--- src/divider_params.svh ---
`ifndef DIVIDER_PARAMS_SVH
`define DIVIDER_PARAMS_SVH

// operand and quotient width
`define D_WIDTH 32

// fraction bits in the quotient
`define Q_BITS 10

// entries in each FIFO
`define FIFO_DEPTH 8

`endif

--- src/divider_pkg.sv ---
`default_nettype none

`include "divider_params.svh"

package divider_pkg;

    // one division request as it sits in the input FIFO
    typedef struct packed {
        logic signed [`D_WIDTH-1:0] dividend;
        logic signed [`D_WIDTH-1:0] divisor;
    } operand_pair_t;

    // fixed-point result with Q_BITS fraction bits
    typedef logic signed [`D_WIDTH-1:0] quotient_t;

endpackage

`default_nettype wire

--- src/divider_top.sv ---
`default_nettype none

`include "divider_params.svh"

module divider_top (
    input  wire                         clock,
    input  wire                         reset,
    input  wire                         in_wr_en,
    input  wire signed [`D_WIDTH-1:0]   in_dividend,
    input  wire signed [`D_WIDTH-1:0]   in_divisor,
    output logic                        in_full,
    input  wire                         out_rd_en,
    output logic signed [`D_WIDTH-1:0]  out_quotient,
    output logic                        out_empty
);

    divider_pkg::operand_pair_t in_pair;
    divider_pkg::operand_pair_t div_operands;
    divider_pkg::quotient_t div_quotient;

    logic div_in_empty;
    logic div_rd_en;
    logic div_out_full;
    logic div_wr_en;

    always_comb begin
        in_pair.dividend = in_dividend;
        in_pair.divisor = in_divisor;
    end

    fifo #(
        .payload_t(divider_pkg::operand_pair_t),
        .depth(`FIFO_DEPTH)
    ) input_fifo (
        .clock(clock),
        .reset(reset),
        .wr_en(in_wr_en),
        .din(in_pair),
        .full(in_full),
        .rd_en(div_rd_en),
        .empty(div_in_empty),
        .dout(div_operands)
    );

    fixed_divider divider (
        .clock(clock),
        .reset(reset),
        .operands(div_operands),
        .in_empty(div_in_empty),
        .in_rd_en(div_rd_en),
        .out_wr_en(div_wr_en),
        .quotient(div_quotient),
        .out_full(div_out_full)
    );

    fifo #(
        .payload_t(divider_pkg::quotient_t),
        .depth(`FIFO_DEPTH)
    ) output_fifo (
        .clock(clock),
        .reset(reset),
        .wr_en(div_wr_en),
        .din(div_quotient),
        .full(div_out_full),
        .rd_en(out_rd_en),
        .empty(out_empty),
        .dout(out_quotient)
    );

endmodule

`default_nettype wire

--- src/fifo.sv ---
`default_nettype none

module fifo #(
    parameter type payload_t = logic [31:0],
    parameter int depth = 8
) (
    input  wire      clock,
    input  wire      reset,
    input  wire      wr_en,
    input  payload_t din,
    output logic     full,
    input  wire      rd_en,
    output logic     empty,
    output payload_t dout
);

    localparam int ptr_w = (depth > 1) ? $clog2(depth) : 1;
    localparam int cnt_w = $clog2(depth + 1);

    payload_t mem [depth];

    logic [ptr_w-1:0] wr_ptr;
    logic [ptr_w-1:0] rd_ptr;
    logic [cnt_w-1:0] count;
    logic do_write;
    logic do_read;

    // wrap explicitly so any depth works
    function automatic logic [ptr_w-1:0] next_ptr(input logic [ptr_w-1:0] ptr);
        if (ptr == ptr_w'(depth - 1)) begin
            return '0;
        end
        return ptr + 1'b1;
    endfunction

    assign do_write = wr_en && !full;
    assign do_read = rd_en && !empty;

    assign full = (count == cnt_w'(depth));
    assign empty = (count == '0);
    assign dout = mem[rd_ptr]; // first word falls through

    always_ff @(posedge clock) begin
        if (do_write) begin
            mem[wr_ptr] <= din;
        end
    end

    always_ff @(posedge clock or posedge reset) begin
        if (reset) begin
            wr_ptr <= '0;
            rd_ptr <= '0;
            count <= '0;
        end else begin
            if (do_write) begin
                wr_ptr <= next_ptr(wr_ptr);
            end
            if (do_read) begin
                rd_ptr <= next_ptr(rd_ptr);
            end
            case ({do_write, do_read})
                2'b10: count <= count + 1'b1;
                2'b01: count <= count - 1'b1;
                default: count <= count; // both or neither
            endcase
        end
    end

endmodule

`default_nettype wire

--- src/fixed_divider.sv ---
`default_nettype none

`include "divider_params.svh"

module fixed_divider (
    input  wire                        clock,
    input  wire                        reset,
    input  divider_pkg::operand_pair_t operands,
    input  wire                        in_empty,
    output logic                       in_rd_en,
    output logic                       out_wr_en,
    output divider_pkg::quotient_t     quotient,
    input  wire                        out_full
);

    localparam int ed_width = `D_WIDTH + `Q_BITS + 1; // expanded working width
    localparam int cnt_w = $clog2(ed_width);

    typedef enum logic [1:0] {
        idle,
        iterate,
        write
    } state_t;

    state_t state;

    logic [cnt_w-1:0] count;
    logic dividend_neg;
    logic divisor_neg;
    logic [`D_WIDTH-1:0] divisor_mag;

    // partial remainder in [2*ed_width:ed_width], quotient bits below
    logic [2*ed_width:0] aq;

    logic [`D_WIDTH-1:0] dividend_abs;
    logic [`D_WIDTH-1:0] divisor_abs;
    logic [ed_width-1:0] load_word;
    logic [ed_width:0] divisor_ext;
    logic [ed_width:0] acc_shifted;
    logic [ed_width:0] acc_next;
    logic [`D_WIDTH-1:0] q_mag;

    assign dividend_abs = operands.dividend[`D_WIDTH-1] ? -operands.dividend : operands.dividend;
    assign divisor_abs = operands.divisor[`D_WIDTH-1] ? -operands.divisor : operands.divisor;

    // scaled dividend plus half the divisor for round to nearest
    assign load_word = (ed_width'(dividend_abs) << `Q_BITS) + ed_width'(divisor_abs >> 1);

    assign divisor_ext = (ed_width + 1)'(divisor_mag);

    // one non-restoring step
    assign acc_shifted = aq[2*ed_width-1:ed_width-1];

    always_comb begin
        if (aq[2*ed_width]) begin
            acc_next = acc_shifted + divisor_ext; // remainder negative
        end else begin
            acc_next = acc_shifted - divisor_ext;
        end
    end

    assign q_mag = aq[`D_WIDTH-1:0]; // keep low D_WIDTH bits

    always_comb begin
        if (dividend_neg ^ divisor_neg) begin
            quotient = -q_mag;
        end else begin
            quotient = q_mag;
        end
    end

    assign in_rd_en = (state == idle) && !in_empty;
    assign out_wr_en = (state == write) && !out_full;

    always_ff @(posedge clock or posedge reset) begin
        if (reset) begin
            state <= idle;
            count <= '0;
            dividend_neg <= 1'b0;
            divisor_neg <= 1'b0;
        end else begin
            case (state)
                idle: begin
                    if (!in_empty) begin
                        dividend_neg <= operands.dividend[`D_WIDTH-1];
                        divisor_neg <= operands.divisor[`D_WIDTH-1];
                        count <= '0;
                        state <= iterate;
                    end
                end
                iterate: begin
                    count <= count + 1'b1;
                    if (count == cnt_w'(ed_width - 1)) begin
                        state <= write;
                    end
                end
                write: begin
                    if (!out_full) begin
                        dividend_neg <= 1'b0;
                        divisor_neg <= 1'b0;
                        state <= idle;
                    end // held under back-pressure
                end
                default: state <= idle;
            endcase
        end
    end

    // load on pop, one step per iterate cycle
    always_ff @(posedge clock) begin
        if (in_rd_en) begin
            divisor_mag <= divisor_abs;
            aq <= {(ed_width + 1)'(0), load_word};
        end else if (state == iterate) begin
            aq <= {acc_next, aq[ed_width-2:0], ~acc_next[ed_width]};
        end
    end

endmodule

`default_nettype wire

--- config.mk ---
export PLATFORM = sky130hd
export DESIGN_NAME = divider_top
export DESIGN_NICKNAME = d
export VERILOG_FILES = /design/src/divider_pkg.sv /design/src/divider_top.sv /design/src/fifo.sv /design/src/fixed_divider.sv
export VERILOG_INCLUDE_DIRS = /design/src
export SDC_FILE = /design/constraint.sdc
export NUM_CORES = 1
export LEC_CHECK = 0
export ABC_AREA = 0
export BUFFER_PORTS_ARGS = -buffer_cell sky130_fd_sc_hd__buf_4
export CAP_MARGIN = 20
export CELL_PAD_IN_SITES_DETAIL_PLACEMENT = 2
export CELL_PAD_IN_SITES_GLOBAL_PLACEMENT = 2
export CORE_ASPECT_RATIO = 1.5
export CORE_UTILIZATION = 47
export DETAILED_ROUTE_END_ITERATION = 6
export PLACE_DENSITY = 0.85
export SLEW_MARGIN = 20
export SYNTH_ARGS = -nofsm -noshare
export SYNTH_HDL_FRONTEND = slang
export SYNTH_SLANG_ARGS = --single-unit
--- constraint.sdc ---
create_clock -name clock -period 10.6 [get_ports clock]
set_clock_uncertainty 0.1 [all_clocks]
set_input_delay 3.18 -clock clock [delete_from_list [all_inputs] [get_ports clock]]
set_output_delay 3.18 -clock clock [all_outputs]
set_load 0.05 [all_outputs]
# Word-level counts from Yosys, hierarchy flattened
# Memory sizes are Yosys's and may differ from the RTL's.
# Cells that the tools add are included.
[op_classes]
shift = 0
mux = 39
multipliers = 0
n_reduce_logical = 21
bitwise_logic = 2
addsub = 15
eq_ne = 16
order_cmp = 0
div_mod_pow = 0
[op_table]
columns = ["cell", "n"]
rows = [
  ["$mux W32", 3],
  ["$neg A32 Y32", 3],
  ["$mux W43", 2],
  ["$add A44 B32 Y44", 1],
  ["$mux W44", 1],
  ["$sub A44 B32 Y44", 1],
  ["$add A42 B31 Y43", 1],
  ["$mux W3", 8],
  ["$pmux W4 S2", 2],
  ["$mux W1", 15],
  ["$add A3 B1 Y3 const B", 4],
  ["$eq A3 B3 Y1 const B", 4],
  ["$pmux W6 S2", 1],
  ["$reduce_bool A2 Y1", 5],
  ["$add A4 B1 Y4 const B", 2],
  ["$eq A4 B4 Y1 const B", 2],
  ["$logic_not A4 Y1", 2],
  ["$sub A4 B1 Y4 const B", 2],
  ["$add A6 B1 Y6 const B", 1],
  ["$eq A2 B1 Y1 const B", 3],
  ["$eq A2 B2 Y1 const B", 3],
  ["$eq A6 B6 Y1 const B", 1],
  ["$logic_and A1 B1 Y1", 6],
  ["$mux W2", 3],
  ["other kinds (11)", 17],
]
[word_totals]
ramBits = 768
romBits = 0
reg_bits = 149
out_inout_bits = 34
latch_bits = 0
word_cells = 108
memories = 2
in_bits = 68
[mem_list]
columns = ["name", "words", "word_bits", "rd", "rd_ports_with_merged_regs", "wr", "line", "rtl"]
rows = [
  ["input_fifo.mem", 8, 64, 1, 0, 1, "fifo.sv:20", "payload_t mem [depth];"],
  ["output_fifo.mem", 8, 32, 1, 0, 1, "fifo.sv:20", ""],
]

# Logic depth before layout (Yosys ltp)
# Gate-level depths: netlist of run 1.
[depth]
depth_word = 6
depth_mapped = 32
depth_no_buf = 22

# Cells and area by module
# A second synthesis of run 1 with hierarchy kept.
[unflattened]
cells_unflattened = 2575
hier_area_um2 = 41173.2
[by_module_without_submodules]
columns = ["mod", "area_each_um2", "cells_each", "instances", "seq_area_each_um2"]
rows = [
  ["fifo at input_fifo", 19895.3, 810, 1, 15625.0],
  ["fixed_divider", 10978.0, 1325, 1, 3383.2],
  ["fifo at output_fifo", 10299.9, 440, 1, 7937.6],
]

# Least setup slack after synthesis of run 1
# No wires, ideal clock.
[synth_path]
path_kind = "input to register"
startpoint = "in in_wr_en"
endpoint = "mem input_fifo.mem[4][0] (netlist bit), enable pin"
setup_time_ns = 0.666
arrival_ns = 9.980
n_path_buf = 0
cell_stages = 2
slack_ns = -0.146
required_ns = 9.834
path_cell_list = "nand2_1 > nor4b_1"
[synth_between]
elab_chain_cells = 3
[synth_rtl]
columns = ["element", "line", "rtl"]
rows = [
  ["start: declaration", "divider_top.sv:8", "input wire in_wr_en,"],
  ["$logic_and A1 B1 Y1", "fifo.sv:36", "assign do_write = wr_en && !full;"],
  ["$mux W1", "fifo.sv:44", "if (do_write) begin"],
  ["$mux W1 (not written as such)", "fifo.sv:45", "mem[wr_ptr] <= din;"],
  ["end: declaration", "fifo.sv:20", ""],
]
# No other way between the ends.

# Worst setup path after layout of run 1
[layout_path]
startpoint = "reg input_fifo.rd_ptr[1]"
endpoint = "reg divider.aq[27] (data pin)"
[layout_between]
elab_chain_cells = 5
elab_cells_between_ends = 7
classes_between = "add/sub: 3; mux: 3; memory: 1"
[layout_rtl]
columns = ["element", "line", "rtl"]
rows = [
  ["start: declaration", "fifo.sv:23", "logic [ptr_w-1:0] rd_ptr;"],
  ["start signal: assignment", "fifo.sv:59", "rd_ptr <= next_ptr(rd_ptr);"],
  ["$mem_v2 Z8 W64 *", "-", ""],
  ["$neg A32 Y32", "fixed_divider.sv:44", "assign divisor_abs = operands.divisor[`D_WIDTH-1] ? -operands.divisor : operands.divisor;"],
  ["$mux W32 *", "fixed_divider.sv:44", ""],
  ["via divider.divisor_abs[19]", "fixed_divider.sv:36", "logic [`D_WIDTH-1:0] divisor_abs;"],
  ["$add A42 B31 Y43 *", "fixed_divider.sv:47", "assign load_word = (ed_width'(dividend_abs) << `Q_BITS) + ed_width'(divisor_abs >> 1);"],
  ["$mux W43 *", "fixed_divider.sv:111", "if (in_rd_en) begin"],
  ["end signal: assignment", "fixed_divider.sv:113", "aq <= {(ed_width + 1)'(0), load_word};"],
  ["end signal: assignment", "fixed_divider.sv:115", "aq <= {acc_next, aq[ed_width-2:0], ~acc_next[ed_width]};"],
  ["end: declaration", "fixed_divider.sv:33", "logic [2*ed_width:0] aq;"],
]
# Mark *: on every way through the listed nets, which the timed path passes. The rest lies on a longest branch.
# A chain may end at the register's enable or synchronous reset.

==> results.py, run 1 <==
metrics = {
    "worst_setup_path": {
        "path_delay_family": "simple AND/OR/NAND/NOR gates",
        "crit_type": "flop to flop",
        "setup.worst_path.end": "divider.aq[27]$_DFFE_PP_",
        "arrival_ps": 7820,
        "worstSetupStartpointType": "flop",
        "crit_cells": 20,
        "crit_path_top_delay_cell": "dfrtp_4",
        "critPathBufInv": 2,
        "crit_start": "input_fifo.rd_ptr[1]$_DFFE_PP0P_",
        "cpPeakStageDelay_ps": 860,
        "cp_max_fo": 104,
        "worstSetupEndpointType": "flop",
        "crit_chain": "buf_12 > or2_1 > o32ai_1 > nor3_1 > nand3_1 > nor4_4 > inv_1 > nor2_1 > a31oi_1 > xnor2_1 > ha_1 > a31o_2 > a311oi_1 > a21oi_1 > a21oi_1 > o41a_1 > nand3b_4 > o21ai_2 > xnor2_1 > o21ai_1",
        "worstPathRequired_ps": 10910,
        "r2r_slack_ps": 3100,
        "reg2reg_from": "input_fifo.rd_ptr[1]$_DFFE_PP0P_",
        "reg2reg_to": "divider.aq[27]$_DFFE_PP_",
        "rr_worst_depth": 20,
    },
    "logic_synthesis": {
        "yosys.area_share.simple": 0.0678,
        "synth.area.top_cells": "edfxtp_1 (60%), mux4_2 (9.8%), ha_1 (2.5%)",
        "synthAdderAreaFrac": 0.0267,
        "synth_edf_count": 843,
        "synth_xor_area_frac": 0.0418,
        "ys_types": 97,
        "async_flop_share": 0.0327,
        "synth_top_family_by_area": "multiplexers",
        "synthesis.instances": 2682,
        "synth_area_per_cell_sq_um": 15.6,
        "synth-main-ff-cell": "edfxtp_1",
        "syn-cell-area_sq_um": 41900,
        "synth-seq-cells": 917,
        "synth_compound_gate_area_share": 0.0673,
        "synth_nets": 2837,
        "synth_top_area_share": 0.604,
        "ys_seq_area_frac": 0.643,
        "synthMuxAreaShare": 0.133,
        "synth_top_area_cell": "edfxtp_1",
        "yosysWarnings": 0,
    },
    "clock_network": {
        "clock_path_buffers": 3,
        "cts_tree": "yes",
        "root_buffer": "clkbuf_16",
        "htreeDepth": 3,
        "clkSlewWorstSetupHoldPaths_ps": 60,
        "numCtsBuffers": 89,
        "clock_latency_ps": 700,
        "clkSinkCount": 917,
        "holdBufCountCts": 0,
        "post_cts_buffers": 0,
        "post_cts_resized": 0,
    },
    "global_routing": {
        "antenna_found_initial": 2,
        "gr-usage-met3": 0.0393,
        "use_met2": 0.539,
        "grt_max_degree": 145,
        "grt_pass1_vias": 28700,
        "gr-max-usage-layer": "met2",
        "track_usage": 0.292,
        "globalRouteMet1Util": 0.319,
        "overflow": 0,
        "grt_pass1_wl_mm": 192,
    },
    "status": {
        "outcome": "finished, final reports clean",
    },
    "die": {
        "initial_utilization": 0.476,
        "dieArea_sq_um": 90400,
        "die_w_um": 246,
        "die_h_um": 368,
        "row_count": 133,
        "num_io_pins": 102,
        "core_sq_um": 88000,
    },
    "timing": {
        "fmax_ghz": 0.133,
        "worst_pin_slew_ps": 1160,
        "slew_viol_final": 0,
        "rsz0062_at_grt": "false",
        "finalCritPeriodShare": 0.708,
        "hold_viol_final": 0,
        "slew_headroom": 0.223,
        "final.min_clock_period_ps": 7500,
        "setup_viol": 0,
        "tns_ps": 0,
    },
    "placement": {
        "dp_hpwl_mm": 86.3,
        "io_buffer_count": 101,
        "place_congestion": 0.868,
    },
    "cells_and_area": {
        "mostFrequentLayoutCell": "edfxtp_1",
        "nNetsFinal": 2961,
        "drive_gt1_frac": 0.204,
        "final_cell_mix": "edfxtp_1 (843), mux4_2 (183), nand2_1 (176), buf_4 (146), a21oi_1 (123)",
        "syn2layout_area_growth_pct": 11.9,
    },
    "drt": {
        "vias": 25300,
        "via_per_inst": 6.28,
        "ant_nets": 0,
        "first_iter_violations": 1721,
        "wl_per_cell_um": 32.2,
        "drt_drc_violations_left": 0,
        "drt_pass1_iterations": 5,
        "wl_mm": 130,
    },
    "min_path": {
        "hold_class": "flop to flop",
    },
    "run": {
        "drv_cap": 0,
    },
}
synthesized netlist by cell type, types with 20 or more instances:
cell and number:
nand3_1 35, dfrtp_1 30, nand2b_1 20, mux2_2 45
inv_1 52, mux4_2 183, mux2i_1 61, a21o_1 39
edfxtp_1 843, a31oi_1 29, nor2_1 120, nor3_1 72
nand2_1 176, xor2_1 97, and2_1 20, a21oi_1 123
dfxtp_1 44, o21ai_0 123, clkbuf_1 57, xnor2_1 94
ha_1 83
cell families after synthesis:
group	Yosys count
DFF	917
adders and majority gates	87
buffers and inverters	168
and+or+nand+nor	561
xor gates and xnor gates	195
AOI/OAI and AO/OA	450
muxes	304
per-layer routing:
| metal | part of all wire | vias to the layer above |
|---|---|---|
| li1 | - | 10800 |
| met1 | 0.36 | 13400 |
| met2 | 0.55 | 828 |
| met3 | 0.041 | 311 |
| met4 | 0.053 | 0 |
| met5 | 0 | - |
worst register-to-register path: stages (launching register included):
cell	delay [ps]
dfrtp_4	860
buf_12	490
or2_1	770
o32ai_1	220
nor3_1	420
nand3_1	330
nor4_4	510
inv_1	150
nor2_1	360
a31oi_1	200
xnor2_1	510
ha_1	410
a31o_2	270
a311oi_1	410
a21oi_1	110
a21oi_1	200
o41a_1	360
nand3b_4	220
o21ai_2	60
xnor2_1	170
o21ai_1	80
flip-flops by register name (all words and copies together), names as in the netlist:
name and cells:
divider.aq 87, divider.count 6, divider.dividend_neg 1, divider.divisor_mag 32, divider.divisor_neg 1, divider.state 2, input_fifo.count 4, input_fifo.mem 512
input_fifo.rd_ptr 3, input_fifo.wr_ptr 3, output_fifo.count 4, output_fifo.mem 256, output_fifo.rd_ptr 3, output_fifo.wr_ptr 3
worst min-delay path by stage:
stage,startpoint,end,slack [ps],cells past startpoint
2_1_floorplan,divider.aq[50]$_SDFFE_PP0P_,divider.aq[50]$_SDFFE_PP0P_,330,2
3_3_place_gp,divider.aq[79]$_SDFFE_PP0P_,divider.aq[79]$_SDFFE_PP0P_,340,2
3_5_place_dp,divider.aq[60]$_SDFFE_PP0P_,divider.aq[60]$_SDFFE_PP0P_,360,2
4_1_cts,divider.aq[82]$_SDFFE_PP0P_,divider.aq[82]$_SDFFE_PP0P_,380,2
5_1_grt,divider.aq[82]$_SDFFE_PP0P_,divider.aq[82]$_SDFFE_PP0P_,400,2
6_report,divider.aq[81]$_SDFFE_PP0P_,divider.aq[81]$_SDFFE_PP0P_,370,2
layout make-up:
cell class | count | area [sq um]
fillers | 7759 | 41100
flip-flops and latches | 917 | 27000
multi-input cells | 1597 | 14200
clock buffers | 103 | 2350
well taps | 1147 | 1440
repair buffers | 149 | 1160
clock inverters | 60 | 572
inverters | 52 | 195
diodes | 2 | 5.00
per-stage QoR:
step | area, sq um | setup slack, ps | std cells | hold slack (ps) | util
after floorplan | 41900 | -146 | 2682 | 332 | -
after global placement | 44000 | 3670 | 3862 | 343 | 0.499
after detailed placement | 44000 | 3230 | 3862 | 358 | 0.499
after CTS | 46900 | 3140 | 4025 | 381 | 0.532
after global routing | 46900 | 2730 | 4027 | 397 | 0.533
final | 46900 | 3100 | 4027 | 369 | 0.533
Power of run 1 is not shown: default switching activity piles up to over one toggle a cycle in this logic, so the estimate is an artifact.
==> run 2: changes to the inputs <==
--- a/config.mk
+++ b/config.mk
@@ -6,15 +6,15 @@
 export SDC_FILE = /design/constraint.sdc
 export NUM_CORES = 1
 export LEC_CHECK = 0
-export ABC_AREA = 0
+export ABC_AREA = 1
 export BUFFER_PORTS_ARGS = -buffer_cell sky130_fd_sc_hd__buf_4
 export CAP_MARGIN = 20
 export CELL_PAD_IN_SITES_DETAIL_PLACEMENT = 2
 export CELL_PAD_IN_SITES_GLOBAL_PLACEMENT = 2
 export CORE_ASPECT_RATIO = 1.5
-export CORE_UTILIZATION = 47
+export CORE_UTILIZATION = 37
 export DETAILED_ROUTE_END_ITERATION = 6
-export PLACE_DENSITY = 0.85
+export PLACE_DENSITY = 0.81
 export SLEW_MARGIN = 20
 export SYNTH_ARGS = -nofsm -noshare
 export SYNTH_HDL_FRONTEND = slang
==> constraint.sdc (replaced) <==
create_clock -name clock -period 6.78 [get_ports clock]
set_clock_uncertainty 0.1 [all_clocks]
set_input_delay 2.034 -clock clock [delete_from_list [all_inputs] [get_ports clock]]
set_output_delay 2.034 -clock clock [all_outputs]
set_load 0.05 [all_outputs]
==> results.py, run 2 <==
metrics = {
    "run": {
        "drv_cap": 0,
    },
    "logic_synthesis": {
        "synth.area.top_cells": "edfxtp_1 (57%), nand2_1 (7.9%), nor2_1 (6.0%)",
        "async_flop_share": 0.0327,
        "synthMuxAreaShare": 0.000226,
        "synth-seq-cells": 917,
        "syn-cell-area_sq_um": 44300,
        "ys_seq_area_frac": 0.608,
        "synth_top_area_cell": "edfxtp_1",
        "synthesis.instances": 4584,
        "synth_top_family_by_area": "simple AND/OR/NAND/NOR gates",
        "synth_edf_count": 843,
        "yosys-top-cells-count": "nand2_1 (933), edfxtp_1 (843), nor2_1 (704)",
        "synthAdderAreaFrac": 0.0252,
        "synth_area_per_cell_sq_um": 9.67,
        "synth_compound_gate_area_share": 0.0837,
        "synth_xor_area_frac": 0.0293,
        "synth.most_common_cell": "nand2_1",
        "synth-main-ff-cell": "edfxtp_1",
        "ys_types": 54,
        "yosys.area_share.simple": 0.189,
        "yosysWarnings": 0,
        "synth_top_area_share": 0.571,
        "synth_nets": 4739,
    },
    "global_routing": {
        "overflow": 0,
        "antenna_found_initial": 6,
        "track_usage": 0.248,
        "grt_pass1_vias": 38700,
        "grt_max_degree": 129,
        "grt_pass1_wl_mm": 230,
    },
    "clock_network": {
        "clkSinkCount": 917,
        "holdBufCountCts": 0,
        "post_cts_resized": 0,
        "numCtsBuffers": 93,
        "post_cts_buffers": 0,
        "cts_tree": "yes",
        "htreeDepth": 3,
        "clkSlewWorstSetupHoldPaths_ps": 60,
        "clock_path_buffers": 3,
        "root_buffer": "clkbuf_16",
        "clock_latency_ps": 720,
    },
    "timing": {
        "final.min_clock_period_ps": 5790,
        "slew_viol_final": 0,
        "fmax_ghz": 0.173,
        "worst_pin_slew_ps": 1150,
        "tns_ps": 0,
        "hold_viol_final": 0,
        "finalCritPeriodShare": 0.854,
        "rsz0062_at_grt": "false",
        "slew_headroom": 0.230,
        "setup_viol": 0,
    },
    "die": {
        "die_w_um": 285,
        "initial_utilization": 0.373,
        "die_h_um": 426,
        "core_sq_um": 119000,
        "row_count": 155,
        "dieArea_sq_um": 121000,
        "num_io_pins": 102,
    },
    "cells_and_area": {
        "reg.largest.list": "input_fifo.mem (512), output_fifo.mem (256), divider.aq (87)",
        "final_util": 0.421,
        "mostFrequentLayoutCell": "nand2_1",
        "final_cell_mix": "nand2_1 (932), edfxtp_1 (843), nor2_1 (687), inv_1 (498), o21ai_0 (338)",
        "design_area_sq_um": 50000,
        "nNetsFinal": 4815,
        "syn2layout_area_growth_pct": 12.9,
        "largest_reg_flops": 512,
        "regMostFlops": "input_fifo.mem",
        "drive_gt1_frac": 0.0828,
    },
    "placement": {
        "place_congestion": 0.863,
        "io_buffer_count": 101,
        "dp_hpwl_mm": 100,
        "place_area_sq_um": 46900,
    },
    "worst_setup_path": {
        "worstSetupEndpointType": "flop",
        "arrival_ps": 6130,
        "crit_type": "flop to flop",
        "cp_max_fo": 128,
        "cpPeakStageDelay_ps": 740,
        "crit_path_top_delay_cell": "inv_6",
        "worstSetupStartpointType": "flop",
        "cpMostUsedCell": "nand2_1",
        "worstPathRequired_ps": 7120,
        "crit_chain": "inv_6 > buf_4 > nand2_1 > nand3_1 > nand2_1 > o21ai_1 > nand2_1 > nor3_1 > nand4_1 > o21ai_0 > xor2_1 > inv_1 > ha_1 > nand2_1 > nor2_1 > inv_1 > nor3_1 > nand3_1 > nand3_1 > nand2_1 > nand3_1 > nand2_1",
    },
    "drt": {
        "wl_mm": 150,
        "wl_per_cell_um": 23.7,
        "drt_drc_violations_left": 0,
        "via_per_inst": 5.34,
        "drt_pass1_iterations": 4,
        "first_iter_violations": 1645,
        "vias": 33700,
        "ant_nets": 0,
    },
    "min_path": {
        "hold_class": "flop to flop",
    },
    "status": {
        "outcome": "finished, final reports clean",
    },
}
-- run 2: cell types whose count changed after synthesis, sizes merged, moves of 48 or more --
cell / previous run / this run
nand2: 176 / 942
inv: 52 / 517
nor2: 120 / 715
nand3: 35 / 298
mux2i: 69 / 1
o21ai: 144 / 407
o22ai: 6 / 54
mux4: 190 / 0
-- run 2: through the flow --
step,cells,worst slack [ps],hold WS [ps]
final,6311,992,370
after global routing,6311,467,391
after CTS,6305,1010,368
after detailed placement,6135,1040,358
after global placement,6135,1260,347
after floorplan,4584,1090,333
-- run 2: final cells by class --
type	count	area (sq um)
Multi-Input combinational cell	2963	14600
Fill cell	12700	68900
Timing Repair Buffer	166	1380
Clock inverter	62	714
Clock buffer	108	2400
Antenna cell	6	15.0
Tap cell	1570	1960
Inverter	519	1960
Sequential cell	917	27000
-- run 2: worst paths after layout --
kind                                                  start                                 to  slack [ps]  depth (start not counted)
max                        input_fifo.rd_ptr[0]$_DFFE_PP0P_           divider.aq[38]$_DFFE_PP_         990                         22
max reg2reg                input_fifo.rd_ptr[0]$_DFFE_PP0P_           divider.aq[38]$_DFFE_PP_         990                         22
min reg2reg                     divider.aq[46]$_SDFFE_PP0P_        divider.aq[46]$_SDFFE_PP0P_         370                          2
max in group asynchronous                             reset  output_fifo.rd_ptr[0]$_DFFE_PP0P_        4780                          3
min                             divider.aq[46]$_SDFFE_PP0P_        divider.aq[46]$_SDFFE_PP0P_         370                          2
min in group asynchronous                             reset   input_fifo.wr_ptr[2]$_DFFE_PP0P_        1380                          3
-- run 2: kinds of logic (layout without fill, tap and decap cells) --
family,Yosys count,count (layout)
AO/OA/AOI/OAI,675,675
multiplexers,1,1
XOR/XNOR,148,148
adder cells (fa/ha/maj),87,87
AND/OR/NAND/NOR,2052,2052
other,0,6
buffers and inverters,704,855
flip-flops,917,917
-- run 2: critical path: cells and delay by family, from the launching register on --
kind	cells	cell delay (ps)
AOI/OAI and AO/OA	2	670
buffers and inverters	4	1370
xor gates and xnor gates	1	170
DFF	1	560
adders and majority gates	1	410
and+or+nand+nor	14	2150
-- run 2: metal layers --
layer,track usage,wire length [um],part of all wire
met1,0.261,56300,0.38
met2,0.491,83800,0.56
met3,0.0286,3930,0.026
met5,0,0,0
met4,0.101,5580,0.037
Power of run 2 is left out for the same reason.
